===== config.mk =====
export PLATFORM = sky130hd
export DESIGN_NAME = pcs_tx_top
export DESIGN_NICKNAME = d
export VERILOG_FILES = /design/src/hdl/pcs_pkg.sv /design/src/hdl/pcs_scrambler.sv /design/src/hdl/pcs_tx_encoder.sv /design/src/hdl/pcs_tx_fsm.sv /design/src/hdl/pcs_tx_stats.sv /design/src/hdl/pcs_tx_top.sv
export SDC_FILE = /design/constraint.sdc
export NUM_CORES = 1
export LEC_CHECK = 0
export BUFFER_PORTS_ARGS = -buffer_cell sky130_fd_sc_hd__buf_2
export CAP_MARGIN = 5
export CORE_ASPECT_RATIO = 1.2
export CORE_UTILIZATION = 40
export CTS_CLUSTER_SIZE = 12
export DETAILED_ROUTE_END_ITERATION = 8
export MAX_ROUTING_LAYER = met4
export SLEW_MARGIN = 20
export SYNTH_ARGS = -nofsm -noshare
export SYNTH_HDL_FRONTEND = slang
export SYNTH_HIERARCHICAL = 1
export SYNTH_SLANG_ARGS = --single-unit
export TNS_END_PERCENT = 1

===== constraint.sdc =====
create_clock -name i_clock -period 8.12 [get_ports i_clock]
set_input_delay 0.812 -clock i_clock [delete_from_list [all_inputs] [get_ports i_clock]]
set_output_delay 0.812 -clock i_clock [all_outputs]
set_load 0.005 [all_outputs]

===== src/hdl/pcs_pkg.sv =====
// 10GBASE-R transmit PCS constants and shared types.
// Widths and codes are fixed by the standard and are not parameters.
// Byte 0 of a CGMII word is bits 63 to 56.
package pcs_pkg;

	////////////////////////////////////////
	// widths
	localparam int DATA_WIDTH  = 64;
	localparam int CTRL_WIDTH  = 8;
	localparam int BLOCK_WIDTH = 66;

	////////////////////////////////////////
	// cgmii characters
	localparam logic [7:0] CGMII_START     = 8'hFB;
	localparam logic [7:0] CGMII_TERMINATE = 8'hFD;
	localparam logic [7:0] CGMII_IDLE      = 8'h07;
	localparam logic [7:0] CGMII_ERROR     = 8'hFE;
	localparam logic [7:0] CGMII_Q         = 8'h9C;
	localparam logic [7:0] CGMII_FSIG      = 8'h5C;

	// pcs control characters, 7 bits
	localparam logic [6:0] PCS_IDLE  = 7'h00;
	localparam logic [6:0] PCS_ERROR = 7'h1E;
	// ordered set codes, 4 bits
	localparam logic [3:0] PCS_O_Q    = 4'h0;
	localparam logic [3:0] PCS_O_FSIG = 4'hF;

	// sync headers
	localparam logic [1:0] SYNC_DATA = 2'b01;
	localparam logic [1:0] SYNC_CTRL = 2'b10;

	// block type field
	localparam logic [7:0] BTYPE_CTRL  = 8'h1E;
	localparam logic [7:0] BTYPE_START = 8'h78;
	localparam logic [7:0] BTYPE_ORDER = 8'h4B;
	localparam logic [7:0] BTYPE_T0    = 8'h87;
	localparam logic [7:0] BTYPE_T1    = 8'h99;
	localparam logic [7:0] BTYPE_T2    = 8'hAA;
	localparam logic [7:0] BTYPE_T3    = 8'hB4;
	localparam logic [7:0] BTYPE_T4    = 8'hCC;
	localparam logic [7:0] BTYPE_T5    = 8'hD2;
	localparam logic [7:0] BTYPE_T6    = 8'hE1;
	localparam logic [7:0] BTYPE_T7    = 8'hFF;

	////////////////////////////////////////
	// block class as seen by the tx fsm
	typedef enum logic [2:0] {CLASS_D, CLASS_S, CLASS_C, CLASS_T, CLASS_E} block_class_e;

	// one 66-bit block, read as payload or as type plus body
	typedef struct packed {logic [1:0] sync; logic [63:0] payload;} data_view_t;
	typedef struct packed {logic [1:0] sync; logic [7:0] btype; logic [55:0] body;} ctrl_view_t;

	typedef union packed {
		data_view_t data_view;
		ctrl_view_t ctrl_view;
	} coded_block_u;

endpackage


===== src/hdl/pcs_scrambler.sv =====
// Self-synchronizing x^58 + x^39 + 1 scrambler over the 64 payload bits.
// Sync header passes through unscrambled.
// History advances only on valid blocks, so idle gaps do not disturb it.
module pcs_scrambler
	import pcs_pkg::*;
(
	input  logic         i_clock,
	input  logic         i_reset,
	input  coded_block_u i_block,
	input  logic         i_block_valid,
	output coded_block_u o_block,
	output logic         o_block_valid
);

	// 58 most recent scrambled bits, newest at bit 0
	logic [57:0]           scr_state;
	logic [57:0]           scr_next;
	logic [DATA_WIDTH-1:0] scr_payload;

	// serial unroll, bit 0 goes first
	always_comb
	begin
		scr_next = scr_state;
		for (int i = 0; i < DATA_WIDTH; i++)
		begin
			scr_payload[i] = i_block.data_view.payload[i] ^ scr_next[38] ^ scr_next[57];
			scr_next = {scr_next[56:0], scr_payload[i]};
		end
	end

	always_ff @(posedge i_clock)
	begin
		if (i_reset)
		begin
			scr_state     <= '1;
			o_block_valid <= 1'b0;
		end
		else
		begin
			o_block_valid <= i_block_valid;
			if (i_block_valid)
				scr_state <= scr_next;
		end
	end

	always_ff @(posedge i_clock)
	begin
		if (i_block_valid)
		begin
			o_block.data_view.sync    <= i_block.data_view.sync;
			o_block.data_view.payload <= scr_payload;
		end
	end

endmodule


===== src/hdl/pcs_tx_encoder.sv =====
// CGMII to 64b/66b block encoder, unscrambled output.
// Two register stages: input latch, then the coded block with its class.
// Data and control are sampled only while i_enable is high.
// Unrecognized words become a control block of eight PCS error characters.
module pcs_tx_encoder
	import pcs_pkg::*;
(
	input  logic                  i_clock,
	input  logic                  i_reset,
	input  logic                  i_enable,
	input  logic [DATA_WIDTH-1:0] i_tx_data,
	input  logic [CTRL_WIDTH-1:0] i_tx_ctrl,
	output coded_block_u          o_block,
	output block_class_e          o_block_class,
	output logic                  o_block_valid
);

	// latched word
	logic [DATA_WIDTH-1:0] tx_data;
	logic [CTRL_WIDTH-1:0] tx_ctrl;
	logic                  tx_valid;
	logic [7:0]            byte0;
	// per byte idle or error, bytes 1 to 7
	logic [7:1]            char_ok;
	// mapped pcs chars of bytes 1 to 7, byte 1 on top
	logic [48:0]           pcs_tail;
	// terminate detection
	logic                  term_hit;
	logic [2:0]            term_n;
	logic [55:0]           term_body;
	logic [7:0]            term_btype;
	coded_block_u          next_block;
	block_class_e          next_class;

	////////////////////////////////////////
	// stage 1, input latch
	always_ff @(posedge i_clock)
	begin
		if (i_reset)
			tx_valid <= 1'b0;
		else
			tx_valid <= i_enable;
	end

	always_ff @(posedge i_clock)
	begin
		if (i_enable)
		begin
			tx_data <= i_tx_data;
			tx_ctrl <= i_tx_ctrl;
		end
	end

	assign byte0 = tx_data[DATA_WIDTH-1 -: 8];

	////////////////////////////////////////
	// character map, idle and error only
	always_comb
	begin
		for (int i = 1; i < 8; i++)
		begin
			char_ok[i] = (tx_data[DATA_WIDTH-1-8*i -: 8] == CGMII_IDLE) ||
				(tx_data[DATA_WIDTH-1-8*i -: 8] == CGMII_ERROR);
			// non idle maps to error too, only read when char_ok
			pcs_tail[7*(7-i) +: 7] = (tx_data[DATA_WIDTH-1-8*i -: 8] == CGMII_IDLE) ?
				PCS_IDLE : PCS_ERROR;
		end
	end

	// Tn: ctrl is FF >> n, byte n is /T/, every later byte idle or error
	always_comb
	begin
		term_hit = 1'b0;
		term_n   = 3'd0;
		for (int n = 0; n < 8; n++)
		begin
			if ((tx_ctrl == (8'hFF >> n)) &&
				(tx_data[DATA_WIDTH-1-8*n -: 8] == CGMII_TERMINATE) &&
				(((7'h7F << n) & ~char_ok) == 7'h00))
			begin
				term_hit = 1'b1;
				term_n   = n[2:0];
			end
		end
	end

	// n data bytes on top, zero fill, then the mapped tail
	always_comb
	begin
		term_body = (tx_data[DATA_WIDTH-1:8] & ~(56'hFF_FFFF_FFFF_FFFF >> (8 * term_n))) |
			{7'd0, pcs_tail & ((49'd1 << (7 * (7 - term_n))) - 49'd1)};
		case (term_n)
			3'd0: term_btype = BTYPE_T0;
			3'd1: term_btype = BTYPE_T1;
			3'd2: term_btype = BTYPE_T2;
			3'd3: term_btype = BTYPE_T3;
			3'd4: term_btype = BTYPE_T4;
			3'd5: term_btype = BTYPE_T5;
			3'd6: term_btype = BTYPE_T6;
			default: term_btype = BTYPE_T7;
		endcase
	end

	////////////////////////////////////////
	// classify and build the block
	always_comb
	begin
		// error control block unless a rule below matches
		next_block.ctrl_view.sync  = SYNC_CTRL;
		next_block.ctrl_view.btype = BTYPE_CTRL;
		next_block.ctrl_view.body  = {8{PCS_ERROR}};
		next_class = CLASS_E;
		if (tx_ctrl == 8'h00)
		begin
			next_block.data_view.sync    = SYNC_DATA;
			next_block.data_view.payload = tx_data;
			next_class = CLASS_D;
		end
		else if ((tx_ctrl == 8'h80) && (byte0 == CGMII_START))
		begin
			next_block.ctrl_view.btype = BTYPE_START;
			next_block.ctrl_view.body  = tx_data[55:0];
			next_class = CLASS_S;
		end
		else if ((tx_ctrl == 8'h80) && ((byte0 == CGMII_Q) || (byte0 == CGMII_FSIG)))
		begin
			// bytes 1 to 3 carried, O code, rest zero
			next_block.ctrl_view.btype = BTYPE_ORDER;
			next_block.ctrl_view.body  = {tx_data[55:32],
				(byte0 == CGMII_Q) ? PCS_O_Q : PCS_O_FSIG, 28'd0};
			next_class = CLASS_C;
		end
		else if ((tx_ctrl == 8'hFF) && (tx_data == {8{CGMII_IDLE}}))
		begin
			next_block.ctrl_view.body = {8{PCS_IDLE}};
			next_class = CLASS_C;
		end
		else if (term_hit)
		begin
			next_block.ctrl_view.btype = term_btype;
			next_block.ctrl_view.body  = term_body;
			next_class = CLASS_T;
		end
	end

	////////////////////////////////////////
	// stage 2, block register
	always_ff @(posedge i_clock)
	begin
		if (i_reset)
			o_block_valid <= 1'b0;
		else
			o_block_valid <= tx_valid;
	end

	always_ff @(posedge i_clock)
	begin
		if (tx_valid)
		begin
			o_block       <= next_block;
			o_block_class <= next_class;
		end
	end

endmodule


===== src/hdl/pcs_tx_fsm.sv =====
// Transmit state machine, judged from the current class and state only.
// No lookahead on the next block type.
// Strobes are combinational, one cycle ahead of the registered block.
module pcs_tx_fsm
	import pcs_pkg::*;
(
	input  logic         i_clock,
	input  logic         i_reset,
	input  coded_block_u i_block,
	input  block_class_e i_block_class,
	input  logic         i_block_valid,
	output coded_block_u o_block,
	output logic         o_block_valid,
	output logic         o_frame_strobe,
	output logic         o_error_strobe
);

	localparam logic [2:0] ST_INIT = 3'd0;
	localparam logic [2:0] ST_C    = 3'd1;
	localparam logic [2:0] ST_D    = 3'd2;
	localparam logic [2:0] ST_T    = 3'd3;
	localparam logic [2:0] ST_E    = 3'd4;

	logic [2:0]   state;
	logic [2:0]   next_state;
	coded_block_u error_block;

	// substituted on any illegal sequence
	always_comb
	begin
		error_block.ctrl_view.sync  = SYNC_CTRL;
		error_block.ctrl_view.btype = BTYPE_CTRL;
		error_block.ctrl_view.body  = {8{PCS_ERROR}};
	end

	always_comb
	begin
		next_state = ST_E;
		case (state)
			ST_D:
			begin
				if (i_block_class == CLASS_D)
					next_state = ST_D;
				else if (i_block_class == CLASS_T)
					next_state = ST_T;
			end
			ST_E:
			begin
				// recover on any recognized class
				case (i_block_class)
					CLASS_D, CLASS_S: next_state = ST_D;
					CLASS_T:          next_state = ST_T;
					CLASS_C:          next_state = ST_C;
					default:          next_state = ST_E;
				endcase
			end
			default:
			begin
				// init, C and T behave alike
				if (i_block_class == CLASS_C)
					next_state = ST_C;
				else if (i_block_class == CLASS_S)
					next_state = ST_D;
			end
		endcase
	end

	assign o_frame_strobe = i_block_valid && (next_state == ST_T);
	assign o_error_strobe = i_block_valid && (next_state == ST_E);

	always_ff @(posedge i_clock)
	begin
		if (i_reset)
		begin
			state         <= ST_INIT;
			o_block_valid <= 1'b0;
		end
		else
		begin
			o_block_valid <= i_block_valid;
			if (i_block_valid)
				state <= next_state;
		end
	end

	always_ff @(posedge i_clock)
	begin
		if (i_block_valid)
			o_block <= (next_state == ST_E) ? error_block : i_block;
	end

endmodule


===== src/hdl/pcs_tx_stats.sv =====
// Frame and error block counters.
// Both saturate at all ones and never wrap.
module pcs_tx_stats
#(
	parameter int COUNT_WIDTH = 16
)
(
	input  logic                   i_clock,
	input  logic                   i_reset,
	input  logic                   i_frame_strobe,
	input  logic                   i_error_strobe,
	output logic [COUNT_WIDTH-1:0] o_frame_count,
	output logic [COUNT_WIDTH-1:0] o_error_count
);

	////////////////////////////////////////
	// one terminate block per frame
	always_ff @(posedge i_clock)
	begin
		if (i_reset)
			o_frame_count <= '0;
		else if (i_frame_strobe && (o_frame_count != '1))
			o_frame_count <= o_frame_count + 1'b1;
	end

	////////////////////////////////////////
	// error blocks, both encoded and substituted
	always_ff @(posedge i_clock)
	begin
		if (i_reset)
			o_error_count <= '0;
		else if (i_error_strobe && (o_error_count != '1))
			o_error_count <= o_error_count + 1'b1;
	end

endmodule


===== src/hdl/pcs_tx_top.sv =====
// 10GBASE-R transmit PCS, CGMII word in, scrambled 66-bit block out.
// o_tx_valid follows i_enable by exactly 4 cycles, no back-pressure.
// Counts update one cycle before the matching o_tx_valid.
module pcs_tx_top
	import pcs_pkg::*;
#(
	parameter int COUNT_WIDTH = 16
)
(
	input  logic                   i_clock,
	input  logic                   i_reset,
	input  logic                   i_enable,
	input  logic [DATA_WIDTH-1:0]  i_tx_data,
	input  logic [CTRL_WIDTH-1:0]  i_tx_ctrl,
	output logic [BLOCK_WIDTH-1:0] o_tx_block,
	output logic                   o_tx_valid,
	output logic [COUNT_WIDTH-1:0] o_frame_count,
	output logic [COUNT_WIDTH-1:0] o_error_count
);

	// encoder to fsm
	coded_block_u enc_block;
	block_class_e enc_class;
	logic         enc_valid;
	// fsm to scrambler and stats
	coded_block_u fsm_block;
	logic         fsm_valid;
	logic         frame_strobe;
	logic         error_strobe;

	pcs_tx_encoder pcs_tx_encoder_inst (
		.i_clock       (i_clock),
		.i_reset       (i_reset),
		.i_enable      (i_enable),
		.i_tx_data     (i_tx_data),
		.i_tx_ctrl     (i_tx_ctrl),
		.o_block       (enc_block),
		.o_block_class (enc_class),
		.o_block_valid (enc_valid)
	);

	pcs_tx_fsm pcs_tx_fsm_inst (
		.i_clock        (i_clock),
		.i_reset        (i_reset),
		.i_block        (enc_block),
		.i_block_class  (enc_class),
		.i_block_valid  (enc_valid),
		.o_block        (fsm_block),
		.o_block_valid  (fsm_valid),
		.o_frame_strobe (frame_strobe),
		.o_error_strobe (error_strobe)
	);

	pcs_scrambler pcs_scrambler_inst (
		.i_clock       (i_clock),
		.i_reset       (i_reset),
		.i_block       (fsm_block),
		.i_block_valid (fsm_valid),
		.o_block       (o_tx_block),
		.o_block_valid (o_tx_valid)
	);

	pcs_tx_stats #(
		.COUNT_WIDTH (COUNT_WIDTH)
	) pcs_tx_stats_inst (
		.i_clock        (i_clock),
		.i_reset        (i_reset),
		.i_frame_strobe (frame_strobe),
		.i_error_strobe (error_strobe),
		.o_frame_count  (o_frame_count),
		.o_error_count  (o_error_count)
	);

endmodule


==> impl_metrics.tcl <==
set metrics [dict create \
    status "finished clean" \
    hold_path.class "reg2reg" \
    antenna_found_initial 0 \
    nets 1757 \
    rsz0062_at_grt "false" \
    synth-xor-area-share 0.08753 \
    fp.dieW_um 194.7 \
    die_height_um 233.2 \
    grt_pass1_wl_um 76340 \
    yosys.area.top_type_share 0.4599 \
    vias_per_cell 5.611 \
    die_area_um2 45410 \
    grt_max_degree 95 \
    finalClockSkew_ns 0.02656 \
    synth-simple-area-share 0.1638 \
    drive_above_1_share 0.1903 \
    fillers 4060 \
    post_cts.repair.setup_buffers 0 \
    synth_compound_area_frac 0.1414 \
    cts_tree "built" \
    drt_wl_total_um 51550 \
    synth_warnings 6 \
    hold_violations 0 \
    worstSetupPathType "reg2reg" \
    grt-ovfl-total 0 \
    p_leak_uw 0.007478 \
    startpoint_type "flop" \
    ys_types 97 \
    initialDrtViolationCount 954 \
    pwr-share-seq 0.533 \
    synth_edf_count 273 \
    worstPathRequired_ns 8.51 \
    maxCapViolCount 0 \
    setup_viol 0 \
    clock-sinks 370 \
    synth_top_family_by_area "simple AND/OR/NAND/NOR gates" \
    core-area_um2 43930 \
    syn_inst 1497 \
    post-route-period-util 0.8625 \
    place_congestion 0.9773 \
    syn_area_um2 17820 \
    grt_pass1_vias 12020 \
    num_vias 12660 \
    worstMarginPinSlew_ns 1.028 \
    clk_pin_slew_ns 0.06 \
    drc 0 \
    timing.slew.headroom 0.3148 \
    drtAntennaViolNets 0 \
    worstRegToRegCells 23 \
    drt_pass1_iterations 6 \
    arrival_ns 7.40 \
    power_frac_clock 0.410 \
    holdPathStages 0 \
    worstSkewPairLatency_ns 0.57 \
    pwr_density_cell_nw_per_um2 202.8 \
    final_cell_mix "edfxtp_1 (273), buf_2 (172), nor2_1 (103)" \
    whs_ns 0.4195 \
    avgSynthCellArea_um2 11.91 \
    start_util 0.4057 \
    cts_buffers 40 \
    cts_max_level 2 \
    io_buffers 173 \
    synth.area.mux_share 0.005265 \
    wl_per_cell_um 22.84 \
    synth.area.top_cells "edfxtp_1 (46%), dfxtp_1 (11%), xnor2_1 (4.1%)" \
    synthFlopType "edfxtp_1" \
    ir_worst_vdd_mv 0.1516 \
    power.switching_uw 952.9 \
    fin_crit_ns 7.004 \
    synthArstFlopShare 0 \
    yosysSeqAreaShare 0.5689 \
    synth_seq_cells 370 \
    clockBufferDepth 3 \
    crit_fanout 15 \
    cts-root-buf "clkbuf_16" \
    p_int_uw 3204 \
    endpoint_kind "flop" \
    cts_resized 0 \
    rows 84 \
    yosys.area_share.adder 0.01165 \
    p_comb_frac 0.057 \
    fmax_mhz 142.8 \
    hpwl_um 38620 \
    synth_area_leader_cell "edfxtp_1" \
    synthToLayoutAreaGrowth_pct 14.99 \
    tns_ns 0 \
    p_sw_frac 0.2293 \
    multiInputGateArea_um2 7325 \
    final_common_cell "edfxtp_1" \
    globalRouteTotalUtil 0.2324 \
    ios 174 \
    synth_nets 1588 \
    cts.hold.buffers_added 0 \
    register_area_um2 10150 \
    slew_violations 0 \
]
-- synth_stat cells (37+ instances only) --
library cell and number:
xnor2_1 83, nand2b_1 54, edfxtp_1 273, nor2b_1 39, nor2_1 103, and2_1 38, clkbuf_1 43, dfxtp_1 97
nand2_1 97, nand3_1 37, a21oi_1 92, o21ai_0 53
-- critical path, cell delays in order (launching register included) --
cell       delay (ns)
edfxtp_1         0.45
nor4_1           0.39
and4_1           0.36
a2bb2oi_1        0.64
nand4_1          0.36
nand2b_1         0.16
buf_4            0.19
or3_1            0.25
ha_1             0.30
xor2_1           0.23
ha_1             0.21
inv_1            0.06
fa_1             0.65
nor2b_1          0.23
buf_4            0.18
nand3_1          0.09
ha_1             0.24
o31ai_1          0.12
a31oi_2          0.25
o31ai_1          0.17
nand2b_1         0.35
nor2_1           0.40
mux2_2           0.39
o31ai_1          0.18
-- metrics by stage --
stage / util / setup WS (ns) / std cells / total power [uW] / instance area [um2]
after CTS: 0.4665 / 1.217 / 2256 / 4204 / 20490
after detailed placement: 0.4389 / 1.248 / 2183 / 2492 / 19280
after floorplan: - / 2.317 / 1497 / 2379 / 17820
after global placement: 0.4389 / 1.416 / 2183 / 2489 / 19280
final: 0.4666 / 1.116 / 2257 / 4157 / 20500
after global routing: 0.4665 / 0.6726 / 2256 / 4297 / 20490
-- cell type report --
type	instances	area share
sequential	370	0.4950
clock inverter	13	0.006165
antenna	1	0.0001221
timing repair buffer	192	0.04932
tap	559	0.03412
clock buffer	60	0.05298
inverter	27	0.004944
multi-input combinational	1035	0.3573
-- cells by family after synthesis --
logic type,count (synthesis)
buffers and inverters,92
muxes,9
DFF,370
xor gates and xnor gates,127
AOI/OAI and AO/OA,352
adders and majority gates,16
and+or+nand+nor,531
-- power groups by stage --
stage          combinational [uW]  sequential, uW  clock (uW)
3_5_place_dp                  240            2250           0
6_report                      237            2210        1710
5_1_grt                       260            2220        1820
3_3_place_gp                  238            2250           0
4_1_cts                       240            2210        1750
2_1_floorplan                 159            2220           0
-- sequential cells by signal, summed over array words and instances (netlist names) --
register / count
pcs_tx_fsm_inst/state: 3
pcs_tx_stats_inst/o_error_count: 16
pcs_tx_encoder_inst/tx_ctrl: 8
pcs_tx_stats_inst/o_frame_count: 16
pcs_tx_encoder_inst/o_block_valid: 1
pcs_tx_fsm_inst/o_block_valid: 1
pcs_scrambler_inst/o_block: 66
pcs_scrambler_inst/o_block_valid: 1
pcs_tx_encoder_inst/o_block: 66
pcs_scrambler_inst/scr_state: 58
pcs_tx_encoder_inst/o_block_class: 3
pcs_tx_encoder_inst/tx_data: 64
pcs_tx_encoder_inst/tx_valid: 1
pcs_tx_fsm_inst/o_block: 66
-- worst paths after layout --
path | from | end | slack [ns]
worst max-delay path | pcs_tx_encoder_inst/tx_data[12] | pcs_tx_encoder_inst/o_block[36] | 1.12
worst min-delay path | pcs_tx_fsm_inst/o_block[65] | pcs_scrambler_inst/o_block[65] | 0.42
worst max register to register | pcs_tx_encoder_inst/tx_data[12] | pcs_tx_encoder_inst/o_block[36] | 1.12
worst min register to register | pcs_tx_fsm_inst/o_block[65] | pcs_scrambler_inst/o_block[65] | 0.42
-- layer usage --
layer  part of all wire  global-route usage
met3              0.051             0.03306
met5                  0                   -
met2               0.48              0.3795
met1               0.42              0.2856
met4              0.046              0.1086
No activity file was read; power rests on OpenSTA's default activity.
